## src/include/nx_common.svh

```systemverilog
/* Common macros for the message node
   Concurrent assertion wrapper, held off while reset is active */
`ifndef NX_COMMON_SVH
`define NX_COMMON_SVH

// Named concurrent assertion on the rising clock edge
// The check is disabled for as long as the reset input is high
`define NX_ASSERT(name, clk, rst, prop) \
    name : assert property (@(posedge clk) disable iff (rst) (prop))

`endif

```

## src/hw/nx_pkg.sv

```systemverilog
/* Message node package
   Word and ID widths, the message word layout and the register map */
`default_nettype none

package nx_pkg;

    // Datapath and node ID widths
    localparam int NX_WORD_W = 32;
    localparam int NX_ID_W   = 7;

    // One 32-bit word, read either as a header or as a payload
    typedef union packed {
        struct packed {
            logic               is_hdr;
            logic [NX_ID_W-1:0] tgt_id;
            logic [15:0]        cmd;
            // Payload words following this header
            logic [7:0]         length;
        } hdr;
        struct packed {
            logic               is_hdr;
            logic [30:0]        data;
        } pld;
    } nx_word_t;

    // AXI4-Lite address width
    localparam int NX_AXI_ADDR_W = 8;

    // Register offsets
    localparam logic [NX_AXI_ADDR_W-1:0] NX_REG_CTRL      = 8'h00;
    localparam logic [NX_AXI_ADDR_W-1:0] NX_REG_STATUS    = 8'h04;
    localparam logic [NX_AXI_ADDR_W-1:0] NX_REG_RX_DATA   = 8'h08;
    localparam logic [NX_AXI_ADDR_W-1:0] NX_REG_LOCAL_CNT = 8'h0C;
    localparam logic [NX_AXI_ADDR_W-1:0] NX_REG_FWD_CNT   = 8'h10;
    localparam logic [NX_AXI_ADDR_W-1:0] NX_REG_BAD_CNT   = 8'h14;

    // AXI response codes
    localparam logic [1:0] NX_RESP_OKAY   = 2'b00;
    localparam logic [1:0] NX_RESP_SLVERR = 2'b10;

endpackage

`default_nettype wire

```

## src/hw/nx_route_if.sv

```systemverilog
/* Router configuration and counter strobes
   Control drives the settings, the router drives the per-event strobes */
`default_nettype none

interface nx_route_if;

    // Configuration from the register block
    logic [nx_pkg::NX_ID_W-1:0] node_id;
    logic                       route_en;

    // One-cycle event strobes from the router
    logic local_pkt;
    logic fwd_pkt;
    logic bad_word;

    modport ctrl (
        output node_id, route_en,
        input  local_pkt, fwd_pkt, bad_word
    );

    modport router (
        input  node_id, route_en,
        output local_pkt, fwd_pkt, bad_word
    );

endinterface

`default_nettype wire

```

## src/hw/nx_ctrl.sv

```systemverilog
/* AXI4-Lite register block
   Node configuration, FIFO levels, packet counters and local FIFO read port */
`include "nx_common.svh"
`default_nettype none

module nx_ctrl #(
    parameter int IN_DEPTH  = 4,
    parameter int LOC_DEPTH = 4,
    parameter int EGR_DEPTH = 4
) (
    input  logic                             clk_i,
    input  logic                             rst_i,
    // AXI4-Lite write address and data
    input  logic [nx_pkg::NX_AXI_ADDR_W-1:0] s_awaddr_i,
    input  logic                             s_awvalid_i,
    output logic                             s_awready_o,
    input  logic [nx_pkg::NX_WORD_W-1:0]     s_wdata_i,
    input  logic [3:0]                       s_wstrb_i,
    input  logic                             s_wvalid_i,
    output logic                             s_wready_o,
    // AXI4-Lite write response
    output logic [1:0]                       s_bresp_o,
    output logic                             s_bvalid_o,
    input  logic                             s_bready_i,
    // AXI4-Lite read
    input  logic [nx_pkg::NX_AXI_ADDR_W-1:0] s_araddr_i,
    input  logic                             s_arvalid_i,
    output logic                             s_arready_o,
    output logic [nx_pkg::NX_WORD_W-1:0]     s_rdata_o,
    output logic [1:0]                       s_rresp_o,
    output logic                             s_rvalid_o,
    input  logic                             s_rready_i,
    // Local FIFO read side
    input  logic [nx_pkg::NX_WORD_W-1:0]     loc_data_i,
    input  logic                             loc_empty_i,
    output logic                             loc_pop_o,
    // FIFO levels
    input  logic [$clog2(IN_DEPTH):0]        in_level_i,
    input  logic [$clog2(LOC_DEPTH):0]       loc_level_i,
    input  logic [$clog2(EGR_DEPTH):0]       egr_level_i,
    // Router configuration and strobes
    nx_route_if.ctrl                         route
);

    // CTRL register fields
    logic                       route_en;
    logic [nx_pkg::NX_ID_W-1:0] node_id;

    // Packet counters
    logic [nx_pkg::NX_WORD_W-1:0] local_cnt;
    logic [nx_pkg::NX_WORD_W-1:0] fwd_cnt;
    logic [nx_pkg::NX_WORD_W-1:0] bad_cnt;

    // Handshake state
    logic aw_hs;
    logic ar_hs;
    logic bvalid;
    logic rvalid;

    // Read decode
    logic [nx_pkg::NX_WORD_W-1:0] ctrl_word;
    logic [nx_pkg::NX_WORD_W-1:0] status_word;
    logic [nx_pkg::NX_WORD_W-1:0] rd_word;
    logic                         rd_err;
    logic                         wr_ok;

    assign route.route_en = route_en;
    assign route.node_id  = node_id;

    // Address and data accepted together in a single-cycle pulse
    assign s_awready_o = aw_hs;
    assign s_wready_o  = aw_hs;
    assign s_bvalid_o  = bvalid;
    assign s_rvalid_o  = rvalid;
    // New read address only once the previous data is taken
    assign s_arready_o = !rvalid;
    assign ar_hs       = s_arvalid_i && !rvalid;

    assign ctrl_word   = {17'd0, node_id, 7'd0, route_en};
    assign status_word = {8'd0, 8'(egr_level_i), 8'(loc_level_i), 8'(in_level_i)};

    // CTRL is the only writable offset
    assign wr_ok = (s_awaddr_i == nx_pkg::NX_REG_CTRL);

    always_comb begin
        rd_word = '0;
        rd_err  = 1'b0;
        case (s_araddr_i)
            nx_pkg::NX_REG_CTRL:      rd_word = ctrl_word;
            nx_pkg::NX_REG_STATUS:    rd_word = status_word;
            nx_pkg::NX_REG_LOCAL_CNT: rd_word = local_cnt;
            nx_pkg::NX_REG_FWD_CNT:   rd_word = fwd_cnt;
            nx_pkg::NX_REG_BAD_CNT:   rd_word = bad_cnt;
            nx_pkg::NX_REG_RX_DATA: begin
                // Empty local FIFO reads as an error with zero data
                rd_word = loc_empty_i ? '0 : loc_data_i;
                rd_err  = loc_empty_i;
            end
            default:                  rd_err = 1'b1;
        endcase
    end

    // Head leaves the local FIFO in the address-accept cycle
    assign loc_pop_o = ar_hs && (s_araddr_i == nx_pkg::NX_REG_RX_DATA) && !loc_empty_i;

    always_ff @(posedge clk_i or posedge rst_i) begin
        if (rst_i) begin
            aw_hs     <= 1'b0;
            bvalid    <= 1'b0;
            rvalid    <= 1'b0;
            route_en  <= 1'b0;
            node_id   <= '0;
            local_cnt <= '0;
            fwd_cnt   <= '0;
            bad_cnt   <= '0;
        end else begin
            aw_hs <= s_awvalid_i && s_wvalid_i && !bvalid && !aw_hs;
            // Write lands on the handshake edge
            if (aw_hs) begin
                bvalid <= 1'b1;
                if (wr_ok && s_wstrb_i[0]) begin
                    route_en <= s_wdata_i[0];
                end
                if (wr_ok && s_wstrb_i[1]) begin
                    node_id <= s_wdata_i[8 +: nx_pkg::NX_ID_W];
                end
            end else if (s_bready_i) begin
                bvalid <= 1'b0;
            end
            if (ar_hs) begin
                rvalid <= 1'b1;
            end else if (s_rready_i) begin
                rvalid <= 1'b0;
            end
            // Counters wrap
            local_cnt <= local_cnt + {31'd0, route.local_pkt};
            fwd_cnt   <= fwd_cnt + {31'd0, route.fwd_pkt};
            bad_cnt   <= bad_cnt + {31'd0, route.bad_word};
        end
    end

    // Response payload
    always_ff @(posedge clk_i) begin
        if (aw_hs) begin
            s_bresp_o <= wr_ok ? nx_pkg::NX_RESP_OKAY : nx_pkg::NX_RESP_SLVERR;
        end
        if (ar_hs) begin
            s_rdata_o <= rd_word;
            s_rresp_o <= rd_err ? nx_pkg::NX_RESP_SLVERR : nx_pkg::NX_RESP_OKAY;
        end
    end

    // Responses stay up until the master takes them
    `NX_ASSERT(a_bvalid_hold, clk_i, rst_i, (bvalid && !s_bready_i) |=> bvalid);
    `NX_ASSERT(a_rvalid_hold, clk_i, rst_i, (rvalid && !s_rready_i) |=> rvalid);

endmodule

`default_nettype wire

```

## src/hw/nx_fifo.sv

```systemverilog
/* Parameterised FIFO
   Circular buffer with wrapping pointers, level count and status flags */
`include "nx_common.svh"
`default_nettype none

module nx_fifo #(
    parameter int DEPTH    = 2,
    parameter int WIDTH    = 32,
    parameter int FULL_LVL = DEPTH
) (
    input  logic                   clk_i,
    input  logic                   rst_i,
    // Write side
    input  logic [WIDTH-1:0]       wr_data_i,
    input  logic                   wr_push_i,
    // Read side
    output logic [WIDTH-1:0]       rd_data_o,
    input  logic                   rd_pop_i,
    // Status
    output logic [$clog2(DEPTH):0] level_o,
    output logic                   empty_o,
    output logic                   full_o
);

    localparam int PTR_W = $clog2(DEPTH);
    localparam int LVL_W = PTR_W + 1;
    localparam logic [PTR_W-1:0] LAST_PTR = PTR_W'(DEPTH - 1);

    // Storage and pointers
    logic [WIDTH-1:0] mem [DEPTH];
    logic [PTR_W-1:0] wr_ptr;
    logic [PTR_W-1:0] rd_ptr;
    logic [LVL_W-1:0] level;
    logic             truly_full;
    logic             do_push;
    logic             do_pop;

    // Head word is visible without a read cycle
    assign rd_data_o = mem[rd_ptr];
    assign level_o   = level;
    assign empty_o   = (level == '0);
    assign full_o    = (level >= LVL_W'(FULL_LVL));

    assign truly_full = (level == LVL_W'(DEPTH));

    // Pop only real data
    assign do_pop  = rd_pop_i && !empty_o;
    // A push into a full buffer needs the head leaving in the same cycle
    assign do_push = wr_push_i && (!truly_full || do_pop);

    always_ff @(posedge clk_i or posedge rst_i) begin
        if (rst_i) begin
            wr_ptr <= '0;
            rd_ptr <= '0;
            level  <= '0;
        end else begin
            if (do_pop) begin
                rd_ptr <= (rd_ptr == LAST_PTR) ? '0 : rd_ptr + 1'b1;
            end
            if (do_push) begin
                wr_ptr <= (wr_ptr == LAST_PTR) ? '0 : wr_ptr + 1'b1;
            end
            // Level moves only when exactly one side is active
            case ({do_push, do_pop})
                2'b10:   level <= level + 1'b1;
                2'b01:   level <= level - 1'b1;
                default: level <= level;
            endcase
        end
    end

    // Entry write
    always_ff @(posedge clk_i) begin
        if (do_push) begin
            mem[wr_ptr] <= wr_data_i;
        end
    end

    // Producer respects full and consumer respects empty
    `NX_ASSERT(a_no_overflow, clk_i, rst_i, (wr_push_i && truly_full) |-> rd_pop_i);
    `NX_ASSERT(a_no_underflow, clk_i, rst_i, rd_pop_i |-> !empty_o);

endmodule

`default_nettype wire

```

## src/hw/nx_msg_router.sv

```systemverilog
/* Message router
   Frames packets from the inbound FIFO and steers them to local or egress */
`include "nx_common.svh"
`default_nettype none

module nx_msg_router (
    input  logic                          clk_i,
    input  logic                          rst_i,
    // Inbound FIFO head
    input  nx_pkg::nx_word_t              in_data_i,
    input  logic                          in_empty_i,
    output logic                          in_pop_o,
    // Local FIFO write side
    output logic [nx_pkg::NX_WORD_W-1:0]  loc_data_o,
    output logic                          loc_push_o,
    input  logic                          loc_full_i,
    // Egress FIFO write side
    output logic [nx_pkg::NX_WORD_W-1:0]  egr_data_o,
    output logic                          egr_push_o,
    input  logic                          egr_full_i,
    // Configuration and event strobes
    nx_route_if.router                    route
);

    // Packet state
    logic       pkt_open;
    logic       pkt_local;
    logic [7:0] pkt_left;

    // Decode of the current head word
    logic is_hdr;
    logic hdr_local;
    logic to_local;
    logic dst_full;
    logic drop;
    logic fire;

    always_comb begin
        is_hdr    = in_data_i.pld.is_hdr;
        hdr_local = (in_data_i.hdr.tgt_id == route.node_id);
        // Header picks its own destination and payload follows the open packet
        to_local  = is_hdr ? hdr_local : pkt_local;
        dst_full  = to_local ? loc_full_i : egr_full_i;
        // Stray payload with no packet open
        drop      = !is_hdr && !pkt_open;
        // Word leaves the inbound FIFO this cycle
        fire      = route.route_en && !in_empty_i && (drop || !dst_full);
    end

    assign in_pop_o   = fire;
    assign loc_push_o = fire && !drop && to_local;
    assign egr_push_o = fire && !drop && !to_local;

    // Same word to both sides and the push selects the taker
    assign loc_data_o = in_data_i;
    assign egr_data_o = in_data_i;

    // Counter strobes
    assign route.local_pkt = fire && is_hdr && hdr_local;
    assign route.fwd_pkt   = fire && is_hdr && !hdr_local;
    assign route.bad_word  = fire && drop;

    always_ff @(posedge clk_i or posedge rst_i) begin
        if (rst_i) begin
            pkt_open  <= 1'b0;
            pkt_local <= 1'b0;
            pkt_left  <= 8'd0;
        end else if (fire && is_hdr) begin
            // New header ends any open packet
            pkt_open  <= (in_data_i.hdr.length != 8'd0);
            pkt_local <= hdr_local;
            pkt_left  <= in_data_i.hdr.length;
        end else if (fire && !drop) begin
            pkt_left <= pkt_left - 8'd1;
            // Last payload word closes the packet
            if (pkt_left == 8'd1) begin
                pkt_open <= 1'b0;
            end
        end
    end

    `NX_ASSERT(a_one_dest, clk_i, rst_i, !(loc_push_o && egr_push_o));

endmodule

`default_nettype wire

```

## src/hw/nx_msg_top.sv

```systemverilog
/* Message node top level
   Inbound, local and egress FIFOs around the router and register block */
`default_nettype none

module nx_msg_top #(
    parameter int IN_DEPTH  = 4,
    parameter int LOC_DEPTH = 4,
    parameter int EGR_DEPTH = 4
) (
    input  logic                             clk_i,
    input  logic                             rst_i,
    // Ingress stream
    input  logic [nx_pkg::NX_WORD_W-1:0]     in_data_i,
    input  logic                             in_valid_i,
    output logic                             in_ready_o,
    // Egress stream
    output logic [nx_pkg::NX_WORD_W-1:0]     egr_data_o,
    output logic                             egr_valid_o,
    input  logic                             egr_ready_i,
    // AXI4-Lite slave
    input  logic [nx_pkg::NX_AXI_ADDR_W-1:0] s_awaddr_i,
    input  logic                             s_awvalid_i,
    output logic                             s_awready_o,
    input  logic [nx_pkg::NX_WORD_W-1:0]     s_wdata_i,
    input  logic [3:0]                       s_wstrb_i,
    input  logic                             s_wvalid_i,
    output logic                             s_wready_o,
    output logic [1:0]                       s_bresp_o,
    output logic                             s_bvalid_o,
    input  logic                             s_bready_i,
    input  logic [nx_pkg::NX_AXI_ADDR_W-1:0] s_araddr_i,
    input  logic                             s_arvalid_i,
    output logic                             s_arready_o,
    output logic [nx_pkg::NX_WORD_W-1:0]     s_rdata_o,
    output logic [1:0]                       s_rresp_o,
    output logic                             s_rvalid_o,
    input  logic                             s_rready_i
);

    // Inbound FIFO
    logic [nx_pkg::NX_WORD_W-1:0] in_head;
    logic [$clog2(IN_DEPTH):0]    in_level;
    logic                         in_empty;
    logic                         in_full;
    logic                         in_pop;

    // Local FIFO
    logic [nx_pkg::NX_WORD_W-1:0] loc_wdata;
    logic [nx_pkg::NX_WORD_W-1:0] loc_head;
    logic [$clog2(LOC_DEPTH):0]   loc_level;
    logic                         loc_push;
    logic                         loc_pop;
    logic                         loc_empty;
    logic                         loc_full;

    // Egress FIFO
    logic [nx_pkg::NX_WORD_W-1:0] egr_wdata;
    logic [$clog2(EGR_DEPTH):0]   egr_level;
    logic                         egr_push;
    logic                         egr_empty;
    logic                         egr_full;

    nx_route_if u_route_if ();

    // Stream handshakes
    assign in_ready_o  = !in_full;
    assign egr_valid_o = !egr_empty;

    nx_fifo #(.DEPTH(IN_DEPTH), .WIDTH(nx_pkg::NX_WORD_W)) u_in_fifo (
        .clk_i     (clk_i),
        .rst_i     (rst_i),
        .wr_data_i (in_data_i),
        .wr_push_i (in_valid_i && !in_full),
        .rd_data_o (in_head),
        .rd_pop_i  (in_pop),
        .level_o   (in_level),
        .empty_o   (in_empty),
        .full_o    (in_full)
    );

    nx_fifo #(.DEPTH(LOC_DEPTH), .WIDTH(nx_pkg::NX_WORD_W)) u_loc_fifo (
        .clk_i     (clk_i),
        .rst_i     (rst_i),
        .wr_data_i (loc_wdata),
        .wr_push_i (loc_push),
        .rd_data_o (loc_head),
        .rd_pop_i  (loc_pop),
        .level_o   (loc_level),
        .empty_o   (loc_empty),
        .full_o    (loc_full)
    );

    nx_fifo #(.DEPTH(EGR_DEPTH), .WIDTH(nx_pkg::NX_WORD_W)) u_egr_fifo (
        .clk_i     (clk_i),
        .rst_i     (rst_i),
        .wr_data_i (egr_wdata),
        .wr_push_i (egr_push),
        .rd_data_o (egr_data_o),
        .rd_pop_i  (egr_ready_i && !egr_empty),
        .level_o   (egr_level),
        .empty_o   (egr_empty),
        .full_o    (egr_full)
    );

    nx_msg_router u_router (
        .clk_i      (clk_i),
        .rst_i      (rst_i),
        .in_data_i  (in_head),
        .in_empty_i (in_empty),
        .in_pop_o   (in_pop),
        .loc_data_o (loc_wdata),
        .loc_push_o (loc_push),
        .loc_full_i (loc_full),
        .egr_data_o (egr_wdata),
        .egr_push_o (egr_push),
        .egr_full_i (egr_full),
        .route      (u_route_if.router)
    );

    nx_ctrl #(
        .IN_DEPTH  (IN_DEPTH),
        .LOC_DEPTH (LOC_DEPTH),
        .EGR_DEPTH (EGR_DEPTH)
    ) u_ctrl (
        .clk_i       (clk_i),
        .rst_i       (rst_i),
        .s_awaddr_i  (s_awaddr_i),
        .s_awvalid_i (s_awvalid_i),
        .s_awready_o (s_awready_o),
        .s_wdata_i   (s_wdata_i),
        .s_wstrb_i   (s_wstrb_i),
        .s_wvalid_i  (s_wvalid_i),
        .s_wready_o  (s_wready_o),
        .s_bresp_o   (s_bresp_o),
        .s_bvalid_o  (s_bvalid_o),
        .s_bready_i  (s_bready_i),
        .s_araddr_i  (s_araddr_i),
        .s_arvalid_i (s_arvalid_i),
        .s_arready_o (s_arready_o),
        .s_rdata_o   (s_rdata_o),
        .s_rresp_o   (s_rresp_o),
        .s_rvalid_o  (s_rvalid_o),
        .s_rready_i  (s_rready_i),
        .loc_data_i  (loc_head),
        .loc_empty_i (loc_empty),
        .loc_pop_o   (loc_pop),
        .in_level_i  (in_level),
        .loc_level_i (loc_level),
        .egr_level_i (egr_level),
        .route       (u_route_if.ctrl)
    );

endmodule

`default_nettype wire

```

## config.mk

```make
export PLATFORM = sky130hd
export DESIGN_NAME = nx_msg_top
export DESIGN_NICKNAME = d
export VERILOG_FILES = /design/src/hw/nx_pkg.sv /design/src/hw/nx_route_if.sv /design/src/hw/nx_ctrl.sv /design/src/hw/nx_fifo.sv /design/src/hw/nx_msg_router.sv /design/src/hw/nx_msg_top.sv
export VERILOG_INCLUDE_DIRS = /design/src /design/src/include
export SDC_FILE = /design/constraint.sdc
export NUM_CORES = 1
export LEC_CHECK = 0
export ABC_AREA = 1
export BUFFER_PORTS_ARGS = -buffer_cell sky130_fd_sc_hd__buf_2
export CORE_MARGIN = 2
export CORE_UTILIZATION = 31
export CTS_BUF_LIST = sky130_fd_sc_hd__clkbuf_16
export CTS_CLUSTER_DIAMETER = 150
export DETAILED_ROUTE_END_ITERATION = 10
export RECOVER_POWER = 50
export SETUP_SLACK_MARGIN = 0.5
export SYNTH_ARGS = -nofsm -noshare
export SYNTH_HDL_FRONTEND = slang
export SYNTH_SLANG_ARGS = --single-unit
```

## constraint.sdc

```tcl
create_clock -name clk_i -period 3.8 [get_ports clk_i]
set_input_delay 0.19 -clock clk_i [delete_from_list [all_inputs] [get_ports clk_i]]
set_output_delay 0.19 -clock clk_i [all_outputs]
set_load 0.01 [all_outputs]
```

# After elaboration in Yosys (flattened, before gate mapping)
# Memory sizes are Yosys's and may differ from the RTL's.
# Cells that the tools add are included.
[totals]
ff_bits = 174
latch_bits = 0
memories = 3
output_inout_bits = 75
mem_bits_ro = 0
input_bits = 93
ramBits = 384
wordCells = 161
[op_classes]
div_mod_pow = 0
reduce_logical = 63
n_bitwise = 0
mux = 31
order_cmp = 3
n_shift = 0
mul = 0
add_sub_neg = 16
eq_ne = 22
[mem_list]
columns = ["memory", "depth", "width", "rd", "rd_ports_with_merged_regs", "write_ports", "line", "text"]
rows = [
  ["u_egr_fifo.mem", 4, 32, 1, 0, 1, "nx_fifo.sv:30", "logic [WIDTH-1:0] mem [DEPTH];"],
  ["u_in_fifo.mem", 4, 32, 1, 0, 1, "nx_fifo.sv:30", ""],
  ["u_loc_fifo.mem", 4, 32, 1, 0, 1, "nx_fifo.sv:30", ""],
]
[op_table]
columns = ["operator", "count"]
rows = [
  ["32-bit case mux with 6 select lines", 1],
  ["32-bit by 1-bit adder with 32-bit output", 3],
  ["32-bit two-way mux", 1],
  ["1-bit logical AND", 26],
  ["2-bit equality test, second input constant", 9],
  ["3-bit case mux with 2 select lines", 3],
  ["8-bit by 4-bit equality test with 1-bit output, second input constant", 2],
  ["8-bit by 5-bit equality test with 1-bit output, second input constant", 2],
  ["1-bit zero test", 16],
  ["8-bit zero test", 2],
  ["2-bit two-way mux", 8],
  ["8-bit two-way mux", 2],
  ["1-bit two-way mux", 15],
  ["2-bit nonzero test", 7],
  ["2-bit by 1-bit adder with 2-bit output, second input constant", 6],
  ["3-bit by 1-bit adder with 3-bit output, second input constant", 3],
  ["3-bit equality test, second input constant", 3],
  ["3-bit >= comparator, second input constant", 3],
  ["3-bit zero test", 3],
  ["3-bit by 1-bit subtractor with 3-bit output, second input constant", 3],
  ["8-bit by 1-bit equality test with 1-bit output, second input constant", 1],
  ["8-bit by 3-bit equality test with 1-bit output, second input constant", 1],
  ["8-bit nonzero test", 1],
  ["8-bit by 1-bit subtractor with 8-bit output, second input constant", 1],
  ["6 further kinds", 13],
]

# Logic depth before layout (Yosys ltp)
# Gate-level depths: netlist of the first run.
# An unclocked memory read counts as a cell.
[depth]
word_depth = 12
ltp_mapped = 32
ltp_nobuf = 30

# Modules after synthesis
# A second synthesis of the first run with hierarchy kept.
[hier_totals]
hier_cells = 2433
area_unflattened_um2 = 25333.0
[modules_own_cells]
columns = ["module", "cells_each", "seq_area_each_um2", "instances", "area_each_um2"]
rows = [
  ["nx_fifo", 371, 4018.9, 3, 5236.3],
  ["nx_ctrl", 1085, 3698.5, 1, 8126.5],
  ["nx_msg_router", 229, 250.2, 1, 1470.2],
  ["nx_msg_top", 6, 0.0, 1, 27.5],
]

# Worst setup path after synthesis of the first run
# Ideal clock, no wire load.
[synth_timing]
path_kind = "flip-flop to flip-flop"
start = "reg u_in_fifo.rd_ptr[0]"
end = "reg u_ctrl.fwd_cnt[30] (netlist name)"
stages_incl_launch_ff = 27
path_buffers = 2
slack_ns = 0.123
setup_time_ns = 0.079
t_arrival_ns = 3.598
cell_sequence = "dfrtp_1 -> inv_2 -> buf_6 -> nand2_1 -> a32oi_4 -> inv_2 -> nand2_1 -> nand3_2 -> nand3_1 -> nand3_2 -> buf_6 -> a21oi_1 -> ha_1 -> ha_1 -> nand2_1 -> nor2_1 -> nand3_1 -> nor2_1 -> nand2_1 -> nor2_2 -> inv_1 -> nor2_2 -> inv_1 -> nor2_2 -> nand2_1 -> nor4_2 -> xor2_1"
[synth_via]
word_cells_on_any_way = 13
cone_classes = "add/sub (1); eq/ne (1); mux (2); reduce/logical (8); memory (1)"
[synth_lines]
columns = ["element", "line", "text"]
rows = [
  ["from (decl)", "nx_fifo.sv:32", "logic [PTR_W-1:0] rd_ptr;"],
  ["from (signal assigned)", "nx_fifo.sv:58", "rd_ptr <= (rd_ptr == LAST_PTR) ? '0 : rd_ptr + 1'b1;"],
  ["memory 4 x 32 bit *", "-", ""],
  ["via egr_wdata, one bit", "nx_msg_top.sv:57", "logic [nx_pkg::NX_WORD_W-1:0] egr_wdata;"],
  ["1-bit two-way mux", "nx_msg_router.sv:42", "to_local = is_hdr ? hdr_local : pkt_local;"],
  ["1-bit two-way mux", "nx_msg_router.sv:43", "dst_full = to_local ? loc_full_i : egr_full_i;"],
  ["1-bit zero test", "nx_msg_router.sv:47", "fire = route.route_en && !in_empty_i && (drop || !dst_full);"],
  ["1-bit logical OR", "nx_msg_router.sv:47", ""],
  ["1-bit logical AND", "nx_msg_router.sv:47", ""],
  ["1-bit logical AND * (2 in series)", "nx_msg_router.sv:60", "assign route.fwd_pkt = fire && is_hdr && !hdr_local;"],
  ["32-bit by 1-bit adder with 32-bit output *", "nx_ctrl.sv:137", "fwd_cnt <= fwd_cnt + {31'd0, route.fwd_pkt};"],
  ["to (signal assigned)", "nx_ctrl.sv:137", ""],
  ["to (decl)", "nx_ctrl.sv:51", "logic [nx_pkg::NX_WORD_W-1:0] fwd_cnt;"],
]
# The timed path passes the listed nets; every way through them passes the cells marked *.
# A chain may end at the register's enable or synchronous reset.

# Final worst setup path of the first run
[layout_timing]
start = "reg u_in_fifo.rd_ptr[0]"
end = "reg u_ctrl.fwd_cnt[20] (netlist name)"
[layout_via]
elab_chain_len = 10
word_cells_on_any_way = 13
cone_classes = "add/sub (1); eq/ne (1); mux (2); reduce/logical (8); memory (1)"
[layout_rtl]
columns = ["element", "line", "text"]
rows = [
  ["memory 4 x 32 bit *", "-", ""],
  ["7-bit equality test", "nx_msg_router.sv:40", "hdr_local = (in_data_i.hdr.tgt_id == route.node_id);"],
  ["1-bit two-way mux", "nx_msg_router.sv:42", ""],
  ["1-bit two-way mux", "nx_msg_router.sv:43", ""],
  ["1-bit zero test", "nx_msg_router.sv:47", ""],
  ["1-bit logical OR", "nx_msg_router.sv:47", ""],
  ["1-bit logical AND", "nx_msg_router.sv:47", ""],
  ["1-bit logical AND", "nx_msg_router.sv:60", ""],
  ["1-bit logical AND *", "nx_msg_router.sv:60", ""],
  ["32-bit by 1-bit adder with 32-bit output *", "nx_ctrl.sv:137", ""],
]
# Every way passes the cells marked *; elsewhere a longest branch is shown, timed or not.

==> results.txt, run 1 <==
Final Cycle Share = 98.3%
Hold Path End = u_loc_fifo.rd_ptr[0]$_DFFE_PP0P_
multi-input logic area = 6960 um^2
first-pass GRT wire length = 91,500 um
Cells on Worst Hold Path = 4
Starting Density = 31.2%
initial antenna violation count = 0
fillers = 6,945
I/O pin total = 168
Int Pwr = 13.6 mW
sequential share of the synthesized area = 69.3%
# rows = 100
kind of cell adding the most delay to the critical path = simple AND/OR/NAND/NOR gates
Top cell by count, worst path = nand3_4
Worst-Margin Slew = 1.93 ns
r2r endpoint = u_ctrl.fwd_cnt[20]$_DFF_PP0_
VDD IR-drop max = 0.467 mV
Routed Antenna Nets = 0
commonest non-fill, non-tap cell in the layout = edfxtp_1
die area = 76,800 um^2
Pleak = 11.2 nW
CTS tree = built
Post-synth EDFFs = 418
Post-DP HPWL = 39,900 um
reg-to-reg critical path startpoint = u_in_fifo.rd_ptr[0]$_DFFE_PP0P_
CTS root buf = clkbuf_16
Post-synth ARST share = 24.8%
Clock Pin Slew Worst Setup and Hold Paths = 0.06 ns
Placed Instances = 3,010
Skew-Pair Late Insertion Delay = 0.66 ns
die height = 277 um
Port Buffer Count = 139
Sequential Area = 16,000 um^2
most frequent cells in the layout = 418 x edfxtp_1, 262 x nor2_1, 169 x o21ai_0, 160 x inv_1, 157 x nand2_1
switching share of total power = 34.3%
gpl congestion = 0.849
number of DRC markers in iteration 0 = 1,702
WL per Instance = 18.8 um
Post-Route WL = 61,500 um
hold_sp = s_araddr_i[2]
drt pass-1 iters = 7
Mapped Area = 23,100 um^2
Clk pwr share = 27.9%
Pins Over Slew Limit = 134
Mapped Avg Cell Area = 12.1 um^2
WS Path Type = flip-flop to flip-flop
crit end category = flip-flop
clk sinks = 556
final setup fails = 0
Post-Synthesis Cells = 1,903
min Tclk post-route = 3.73 ns
Vias = 16,200
clock buffer depth = 3
Cell variety after synth = 54
aggregate global routing overflow = 0
unrepaired setup endpoints after global routing = true
via/cell ratio = 4.93
slowest CP cell = dfrtp_2
Synth warnings = 0
CP bufs+invs = 3
max_slew headroom = -28.7%
Layout Cells excl Fill = 3,281
area grow syn2layout = 27.3%
Ant. Diodes = 0
worst-case reg-to-reg path depth = 26
pwr dens = 703 nW/um^2
Main synth FF type = edfxtp_1
violated checks = capacitance limit, slew limit
fmax = 268 MHz
NetSw = 7.09 mW
outcome = complete, but fails checks
critical path's largest stage delay = 0.51 ns
CTS buffer count = 60
DRC = 0
Power Total = 20.7 mW
gr usage total = 15.3%
setup_tns = 0 ns
CORE AREA = 74,100 um^2
count of state elements after synthesis = 556
Seq pwr share = 41.1%
Final Hold Fails = 0
# H-tree levels = 2
R2R Setup Slk = 0.07 ns
vias in the first global route = 15,500
Worst Skew = 0.0793 ns
nets = 2,382
Die Wd = 277 um
max cap viols = 3
Layout Utilization = 39.7%
crit-path max FO = 6
nature of the critical path startpoint = flip-flop
layout cells sized above 1 = 21.8%
Comb power frac = 31.0%
required time of the critical path = 4.31 ns
pin count of the biggest net entering global routing = 68
WP data arrival = 4.24 ns
min-delay worst type = input port to flip-flop
worst min-delay path, cell delays in order:
cell     delay, ns
buf_2         0.14
nor4_4        0.07
nand2_1       0.19
a21oi_1       0.11
synthesized netlist by cell type, types with 10 or more instances:
cell type	instances	area, um^2
xnor2_1	14	123
xor2_1	83	727
edfxtp_1	418	12600
ha_1	26	325
o22ai_1	70	438
nand3_1	58	290
nor2_2	10	62.6
nand2_1	189	709
nor3_1	25	125
inv_1	153	574
o32ai_1	32	280
nor2_1	288	1080
dfrtp_1	138	3450
nand4_1	13	81.3
clkbuf_1	63	236
o21ai_0	171	856
a21oi_1	41	205
sequential cells by signal (all words and copies together) (netlist names), 2 cells and up:
signal,cells
u_ctrl.fwd_cnt,32
u_ctrl.local_cnt,32
u_egr_fifo.rd_ptr,2
u_in_fifo.mem,128
u_egr_fifo.level_o,3
u_in_fifo.wr_ptr,2
u_egr_fifo.wr_ptr,2
u_ctrl.s_rdata_o,32
u_ctrl.route.node_id,7
u_in_fifo.rd_ptr,2
u_loc_fifo.rd_ptr,2
u_in_fifo.level_o,3
u_ctrl.bad_cnt,32
u_router.pkt_left,8
u_loc_fifo.mem,128
u_loc_fifo.wr_ptr,2
u_loc_fifo.level_o,3
u_egr_fifo.mem,128
logic make-up after synthesis:
kind of cell | Yosys count | share of synthesized area, %
AO/OA/AOI/OAI | 357 | 9.31
buffers and inverters | 236 | 4.05
XOR/XNOR | 97 | 3.68
flip-flops | 556 | 69.3
AND/OR/NAND/NOR | 626 | 12.0
multiplexers | 1 | 0.0487
other | 1 | 0.0162
adder cells (fa/ha/maj) | 29 | 1.67
per-stage QoR:
stage / setup slack, ns / area, um^2 / hold slack (ns)
finish: 0.0652 / 29400 / 0.0843
global route: -0.111 / 29400 / 0.109
global placement: 0.137 / 25500 / 0.379
CTS: 0.154 / 28700 / 0.0627
floorplan: 0.263 / 23200 / 0.286
detailed placement: 0.0199 / 25500 / 0.376
power by group through the flow:
stage	combinational, mW	sequential, mW	clock, mW
2_1_floorplan	3.24	8.50	0
3_3_place_gp	5.29	8.52	0
3_5_place_dp	5.49	8.56	0
4_1_cts	6.07	8.47	5.87
5_1_grt	6.99	8.57	6.12
6_report	6.41	8.50	5.77
layer usage:
metal / routed length, um / vias to the layer above / GRT usage, %
met2: 30000 / 483 / 25.4
met3: 3690 / 87 / 2.15
met4: 1300 / 0 / 3.87
met1: 26500 / 8149 / 21.1
li1: - / 7445 / -
met5: 0 / - / 0
layout make-up:
class	count	area share (%)
flip-flops and latches	556	54.4
clock buffers	61	5.19
clock inverters	53	1.57
well taps	969	4.12
repair inverters	1	0.0213
repair buffers	370	8.96
inverters	159	2.09
multi-input cells	1112	23.7
what timing repair did:
| action | 4_1_cts | 5_1_grt |
|---|---|---|
| gates cloned | 1 | 1 |
| hold buffers | 51 | 0 |
| setup buffers | 68 | 36 |
| pin swaps | 32 | 61 |
| gates resized for setup | 56 | 118 |
| hold endpoints to repair | 170 | 0 |
| endpoints found under the setup margin | 43 | 151 |
how the worst max path moves through the flow:
stage                                endpoint  cells past startpoint                       startpoint
6_report         u_ctrl.fwd_cnt[20]$_DFF_PP0_                     26  u_in_fifo.rd_ptr[0]$_DFFE_PP0P_
5_1_grt          u_ctrl.fwd_cnt[30]$_DFF_PP0_                     29  u_in_fifo.rd_ptr[0]$_DFFE_PP0P_
3_3_place_gp     u_ctrl.fwd_cnt[26]$_DFF_PP0_                     25  u_in_fifo.rd_ptr[0]$_DFFE_PP0P_
2_1_floorplan    u_ctrl.fwd_cnt[30]$_DFF_PP0_                     26  u_in_fifo.rd_ptr[0]$_DFFE_PP0P_
3_5_place_dp     u_ctrl.fwd_cnt[26]$_DFF_PP0_                     25  u_in_fifo.rd_ptr[0]$_DFFE_PP0P_
4_1_cts        u_ctrl.local_cnt[29]$_DFF_PP0_                     24  u_in_fifo.rd_ptr[0]$_DFFE_PP0P_
Power figures use the tool's default switching activity.
==> run 2: changes to the inputs <==
==> constraint.sdc (replaced) <==
create_clock -name clk_i -period 3.8 [get_ports clk_i]
set_input_delay 0.76 -clock clk_i [delete_from_list [all_inputs] [get_ports clk_i]]
set_output_delay 0.76 -clock clk_i [all_outputs]
set_load 0.01 [all_outputs]
==> run 2 against run 1 <==
The flow finishes with violations (capacitance limit, slew limit, setup timing). Die area is the same. Final area shrank 1.1%. Critical path type unchanged. Maximum frequency shrank 2.7%. Sequential cell count is the same. Cell count shrank 0.79%. Worst setup slack lost 0.10 ns. Clock power grew 1%. First-iteration DRC count shrank 20%. Wire length grew 1.1%. Total power grew 1.5%. Sequential power is essentially flat. Largest cell class unchanged.
==> results.txt, run 2 (synthesis gave the netlist of run 1 again) <==
Power Total = 21.0 mW (+1.5%)
Worst-Margin Slew = 2.12 ns (+0.186 ns)
first-pass GRT wire length = 93,800 um (+2.5%)
met2 Usage GRT = 25.6% (+0.15 points)
Layout Utilization = 39.3% (-0.46 points)
CP bufs+invs = 3 (unchanged)
WL per Instance = 19.1 um (+1.9%)
kind of cell adding the most delay to the critical path = simple AND/OR/NAND/NOR gates
Post-Route WL = 62,200 um (+1.1%)
critical path's largest stage delay = 0.48 ns (-0.03 ns)
via/cell ratio = 4.95 (+0.42%)
CTS root buf = clkbuf_16
Post-DP HPWL = 40,200 um (+0.75%)
WS Path Type = flip-flop to flip-flop
Vias = 16,100 (-0.38%)
Sequential Area = 16,000 um^2 (unchanged)
pwr dens = 722 nW/um^2 (+2.7%)
Pins Over Slew Limit = 35 (-74%)
die height = 277 um (unchanged)
slowest CP cell = dfrtp_2
Clk pwr share = 27.9% (about the same)
layout cells sized above 1 = 24.9% (+3.1 points)
Port Buffer Count = 139 (unchanged)
Int Pwr = 13.9 mW (+2.0%)
aggregate global routing overflow = 0 (unchanged)
Layout Cells excl Fill = 3,255 (-0.79%)
worst-case reg-to-reg path depth = 26 (unchanged)
CTS buffer count = 59 (-1.7%)
hold_sp = s_bready_i
CTS tree = built
Final Hold Fails = 0 (unchanged)
Final Cycle Share = 101% (+2.7 points)
Placed Instances = 3,012 (+0.066%)
Starting Density = 31.2% (unchanged)
routing usage on met1 = 21.1% (about the same)
Pleak = 11.2 nW (-0.29%)
die area = 76,800 um^2 (unchanged)
min Tclk post-route = 3.84 ns (+0.104 ns)
Cells on Worst Hold Path = 2 (-2)
required time of the critical path = 4.29 ns (-0.02 ns)
r2r endpoint = u_ctrl.fwd_cnt[20]$_DFF_PP0_
top flop regs = u_egr_fifo.mem x128, u_in_fifo.mem x128, u_loc_fifo.mem x128
outcome = complete, but fails checks
Skew-Pair Late Insertion Delay = 0.65 ns (about the same)
gr usage total = 15.8% (+0.46 points)
crit end category = flip-flop
WP data arrival = 4.32 ns (+0.08 ns)
Hold Path End = u_ctrl.s_bvalid_o$_DFFE_PP0P_
R2R Setup Slk = -0.04 ns (-0.10 ns)
clk sinks = 556 (unchanged)
initial antenna violation count = 2 (+2)
clock buffer depth = 3 (unchanged)
slack of the critical path = -0.0389 ns (-0.104 ns)
unrepaired setup endpoints after global routing = true
Clock Pin Slew Worst Setup and Hold Paths = 0.06 ns (about the same)
violated checks = capacitance limit, slew limit, setup timing
met3 Track Usage GR = 3.00% (+0.85 points)
CORE AREA = 74,100 um^2 (unchanged)
Seq pwr share = 40.5% (-0.6 points)
commonest non-fill, non-tap cell in the layout = edfxtp_1
max_slew headroom = -41.1% (-12 points)
Routed Antenna Nets = 0 (unchanged)
pin count of the biggest net entering global routing = 67 (-1.5%)
Comb power frac = 31.6% (+0.6 points)
vias in the first global route = 15,900 (+3.0%)
fillers = 6,969 (+0.35%)
# H-tree levels = 2 (unchanged)
final setup fails = 4 (+4)
min-delay worst type = input port to flip-flop
reg-to-reg critical path startpoint = u_in_fifo.rd_ptr[0]$_DFFE_PP0P_
NetSw = 7.14 mW (+0.68%)
Die Wd = 277 um (unchanged)
number of DRC markers in iteration 0 = 1,355 (-20%)
gpl congestion = 0.884 (+4.1%)
switching share of total power = 34.0% (-0.29 points)
I/O pin total = 168 (unchanged)
pre-CTS setup slack = 0.00327 ns (-0.0166 ns)
VDD IR-drop max = 0.518 mV (+11%)
max cap viols = 1 (-2)
drt pass-1 iters = 5 (-2)
multi-input logic area = 6910 um^2 (-0.68%)
DRC = 0 (unchanged)
# rows = 100 (unchanged)
WHS = 0.300 ns (+0.216 ns)
Worst Skew = 0.0466 ns (-0.0328 ns)
nets = 2,357 (-1.0%)
fmax = 260 MHz (-2.7%)
crit-path max FO = 8 (+2)
most frequent cells in the layout = 418 x edfxtp_1, 261 x nor2_1, 180 x buf_4, 171 x o21ai_0, 161 x nand2_1
gr busiest metal = met2
area grow syn2layout = 25.9%
nature of the critical path startpoint = flip-flop
run 2: layout make-up:
type                    instances  area share [%]
diodes                          1         0.00860
clock buffers                  59            5.08
clock inverters                52            1.83
inverters                     159            2.13
multi-input cells            1112            23.8
flip-flops and latches        556            55.0
well taps                     969            4.17
repair buffers                347            8.00
run 2: through the flow:
step           area, um^2  setup TNS, ns
2_1_floorplan       23200              0
3_3_place_gp        25500              0
3_5_place_dp        25500              0
4_1_cts             28600              0
5_1_grt             29100          -1.86
6_report            29100         -0.134
run 2: worst register-to-register path, cell delays in order, from the launching register on:
cell,delay [ns]
dfrtp_2,0.48
buf_8,0.17
nand2_2,0.07
nand3_2,0.10
nand2_2,0.09
nand2_1,0.06
nand2_1,0.08
nand2_2,0.08
nor2_4,0.17
nand3_4,0.11
nand2_4,0.09
nand2_4,0.06
nand3_4,0.07
nand3_4,0.10
a21oi_4,0.19
ha_4,0.18
ha_4,0.13
nand2_2,0.06
nor2_4,0.14
nand3_4,0.10
buf_6,0.14
nor3_4,0.18
nand3_2,0.14
nor3_4,0.21
nand4_1,0.17
buf_4,0.18
xor2_1,0.13
run 2: worst max-delay path by stage:
stage | from | endpoint | slack, ns | cells past startpoint
2_1_floorplan | u_in_fifo.rd_ptr[0]$_DFFE_PP0P_ | u_ctrl.fwd_cnt[30]$_DFF_PP0_ | 0.26 | 26
3_3_place_gp | u_in_fifo.rd_ptr[0]$_DFFE_PP0P_ | u_ctrl.fwd_cnt[26]$_DFF_PP0_ | 0.07 | 26
3_5_place_dp | u_in_fifo.rd_ptr[0]$_DFFE_PP0P_ | u_ctrl.fwd_cnt[26]$_DFF_PP0_ | 0.003 | 24
4_1_cts | u_in_fifo.rd_ptr[0]$_DFFE_PP0P_ | u_loc_fifo.mem[1][26]$_DFFE_PP_ | 0.15 | 25
5_1_grt | u_in_fifo.rd_ptr[0]$_DFFE_PP0P_ | u_ctrl.fwd_cnt[30]$_DFF_PP0_ | -0.25 | 30
6_report | u_in_fifo.rd_ptr[0]$_DFFE_PP0P_ | u_ctrl.fwd_cnt[20]$_DFF_PP0_ | -0.04 | 26
run 2: per-layer routing:
metal / vias up / routed length (um) / part of all wire (%)
li1: 7370 / - / -
met3: 123 / 4180 / 6.7
met2: 584 / 29600 / 48
met5: - / 13 / 0.021
met4: 2 / 2090 / 3.4
met1: 8024 / 26300 / 42
run 2: repair_timing:
item                                    CTS  global route
endpoints found under the setup margin   46           140
pin swaps                                47            60
resized for setup                        84            72
setup buffers                            94            37
hold buffers                              0             0
run 2: power by group through the flow:
| stage | clock (mW) | sequential [mW] | combinational (mW) |
|---|---|---|---|
| after CTS | 5.97 | 8.50 | 6.30 |
| after global placement | 0 | 8.54 | 5.27 |
| after global routing | 6.21 | 8.59 | 7.25 |
| after detailed placement | 0 | 8.59 | 5.45 |
| final | 5.85 | 8.51 | 6.63 |
| after floorplan | 0 | 8.50 | 3.24 |
==> run 3: changes to the inputs <==
--- a/config.mk
+++ b/config.mk
@@ -13,7 +13,6 @@
 export CTS_BUF_LIST = sky130_fd_sc_hd__clkbuf_16
 export CTS_CLUSTER_DIAMETER = 150
 export DETAILED_ROUTE_END_ITERATION = 10
-export RECOVER_POWER = 50
 export SETUP_SLACK_MARGIN = 0.5
 export SYNTH_ARGS = -nofsm -noshare
 export SYNTH_HDL_FRONTEND = slang
==> run 3 against run 2 <==
The run ends with setup timing left. Final area is 0.28% higher. Cell count unchanged. Clock power about the same. Largest cell class unchanged. Non-clock buffer count stayed put. Critical endpoint unchanged. Critical path type unchanged. Clock-buffer cell count unchanged. Largest power group unchanged. Clock skew increased by 0.00051 ns. Total power hardly changed.
==> results.txt, run 3 (synthesis gave the netlist of run 1 again) <==
commonest non-fill, non-tap cell in the layout = edfxtp_1
first-pass GRT wire length = 93,800 um (unchanged)
nets = 2,357 (unchanged)
max cap viols = 0 (-1)
drt pass-1 iters = 5 (unchanged)
Pins Over Slew Limit = 0 (-100%)
nature of the critical path startpoint = flip-flop
crit-path max FO = 8 (unchanged)
Power Total = 21.0 mW (about the same)
Vias = 16,100 (+0.11%)
Sequential Area = 16,000 um^2 (unchanged)
pwr dens = 720 nW/um^2 (-0.24%)
most frequent cells in the layout = 418 x edfxtp_1, 261 x nor2_1, 182 x buf_4, 171 x o21ai_0, 161 x nand2_1
fmax = 260 MHz (about the same)
slack of the critical path = -0.0400 ns (-0.00109 ns)
max_slew headroom = 20.5% (+62 points)
number of DRC markers in iteration 0 = 1,344 (-0.81%)
multi-input logic area = 6910 um^2 (unchanged)
clock buffer depth = 3 (unchanged)
Clk pwr share = 27.9% (about the same)
VDD IR-drop max = 0.518 mV (about the same)
Final Cycle Share = 101% (about the same)
final setup fails = 4 (unchanged)
top flop regs = u_egr_fifo.mem x128, u_in_fifo.mem x128, u_loc_fifo.mem x128
via/cell ratio = 4.95 (+0.11%)
CTS root buf = clkbuf_16
crit end category = flip-flop
min-delay worst type = input port to asynchronous set/reset pin
Seq pwr share = 40.5% (about the same)
fillers = 6,945 (-0.34%)
Clock Pin Slew Worst Setup and Hold Paths = 0.06 ns (about the same)
gr usage total = 15.8% (unchanged)
vias in the first global route = 15,900 (unchanged)
WL per Instance = 19.1 um (about the same)
NetSw = 7.13 mW (about the same)
Starting Density = 31.2% (unchanged)
min Tclk post-route = 3.84 ns (+0.00109 ns)
Die Wd = 277 um (unchanged)
outcome = complete, but fails checks
CTS tree = built
WS Path Type = flip-flop to flip-flop
setup_tns = -0.134 ns (-0.000603 ns)
Final Hold Fails = 0 (unchanged)
unrepaired setup endpoints after global routing = true
Int Pwr = 13.9 mW (about the same)
# rows = 100 (unchanged)
Skew-Pair Late Insertion Delay = 0.65 ns (about the same)
die area = 76,800 um^2 (unchanged)
Port Buffer Count = 139 (unchanged)
Worst Skew = 0.0471 ns (+0.000507 ns)
area grow syn2layout = 26.2%
aggregate global routing overflow = 0 (unchanged)
pin count of the biggest net entering global routing = 67 (unchanged)
WP data arrival = 4.32 ns (about the same)
clk sinks = 556 (unchanged)
Post-Route WL = 62,200 um (about the same)
switching share of total power = 34.0% (about the same)
hold bufs inserted after CTS = 0 (unchanged)
CORE AREA = 74,100 um^2 (unchanged)
die height = 277 um (unchanged)
Worst-Margin Slew = 1.19 ns (-0.923 ns)
CTS buffer count = 59 (unchanged)
Post-DP HPWL = 40,200 um (unchanged)
Comb power frac = 31.6% (about the same)
DRC = 0 (unchanged)
# H-tree levels = 2 (unchanged)
Pleak = 11.3 nW (+0.97%)
gpl congestion = 0.884 (unchanged)
I/O pin total = 168 (unchanged)
violated checks = setup timing
layout cells sized above 1 = 26.4% (+1.5 points)
required time of the critical path = 4.28 ns (about the same)
R2R Setup Slk = -0.04 ns (about the same)
Routed Antenna Nets = 0 (unchanged)
initial antenna violation count = 4 (+2)
[run 3: changes by cell type in the layout (fill, tap and decap cells not counted), sizes merged]
| cell | delta |
|---|---|
| buf | +36 |
| clkbuf | -36 |
[run 3: critical path: stages, from the launching register on]
cell and delay, ns:
dfrtp_2 0.48, buf_8 0.17, nand2_2 0.07, nand3_2 0.10
nand2_2 0.09, nand2_1 0.05, nand2_1 0.08, nand2_2 0.08
nor2_4 0.17, nand3_4 0.10, nand2_4 0.09, nand2_4 0.06
nand3_4 0.07, nand3_4 0.09, a21oi_4 0.19, ha_4 0.17
ha_4 0.13, nand2_2 0.06, nor2_4 0.14, nand3_4 0.10
buf_6 0.14, nor3_4 0.18, nand3_2 0.14, nor3_4 0.21
nand4_1 0.17, buf_4 0.18, xor2_1 0.13
[run 3: final timing paths]
kind,startpoint,endpoint,cells past startpoint
max,u_in_fifo.rd_ptr[0]$_DFFE_PP0P_,u_ctrl.fwd_cnt[20]$_DFF_PP0_,26
min,rst_i,u_ctrl.s_rvalid_o$_DFFE_PP0P_,2
max reg2reg,u_in_fifo.rd_ptr[0]$_DFFE_PP0P_,u_ctrl.fwd_cnt[20]$_DFF_PP0_,26
min reg2reg,u_ctrl.s_bvalid_o$_DFFE_PP0P_,u_ctrl.s_awready_o$_DFF_PP0_,1
max in group asynchronous,rst_i,u_loc_fifo.rd_ptr[0]$_DFFE_PP0P_,3
min in group clk_i,s_bready_i,u_ctrl.s_bvalid_o$_DFFE_PP0P_,2
[run 3: timing repair]
action | in CTS | in global routing
resized for setup | 84 | 72
pin swaps | 47 | 60
buffers inserted | 94 | 37
setup endpoints to repair | 46 | 140
[run 3: metrics by stage]
stage	hold slack, ns	cells	setup WS (ns)	util, %	area [um^2]
final	0.210	3255	-0.0400	39.4	29200
after global routing	0.241	3254	-0.252	39.4	29200
after CTS	0.219	3217	0.152	38.5	28600
after detailed placement	0.441	3012	0.00327	34.4	25500
after global placement	0.436	3012	0.0748	34.4	25500
after floorplan	0.441	1904	0.263	-	23200
[run 3: power by group through the flow]
stage                     combinational [mW]  clock [mW]  sequential (mW)
after global routing                    7.26        6.21             8.59
final                                   6.64        5.85             8.51
after global placement                  5.27           0             8.54
after CTS                               6.30        5.97             8.50
after floorplan                         3.24           0             8.50
after detailed placement                5.45           0             8.59
[run 3: layout make-up]
class | count | area share [%]
Sequential cell | 556 | 54.9
Inverter | 159 | 2.13
Clock inverter | 52 | 1.82
Tap cell | 969 | 4.16
Multi-Input combinational cell | 1112 | 23.7
Clock buffer | 59 | 5.06
Antenna cell | 1 | 0.00858
Timing Repair Buffer | 347 | 8.25
[run 3: metal layers]
layer	global-route usage, %	part of all wire (%)	wire length, um
met1	21.1	42	26300
met2	25.6	48	29600
met3	3.00	6.7	4180
met4	5.69	3.3	2070
met5	0	0.061	38
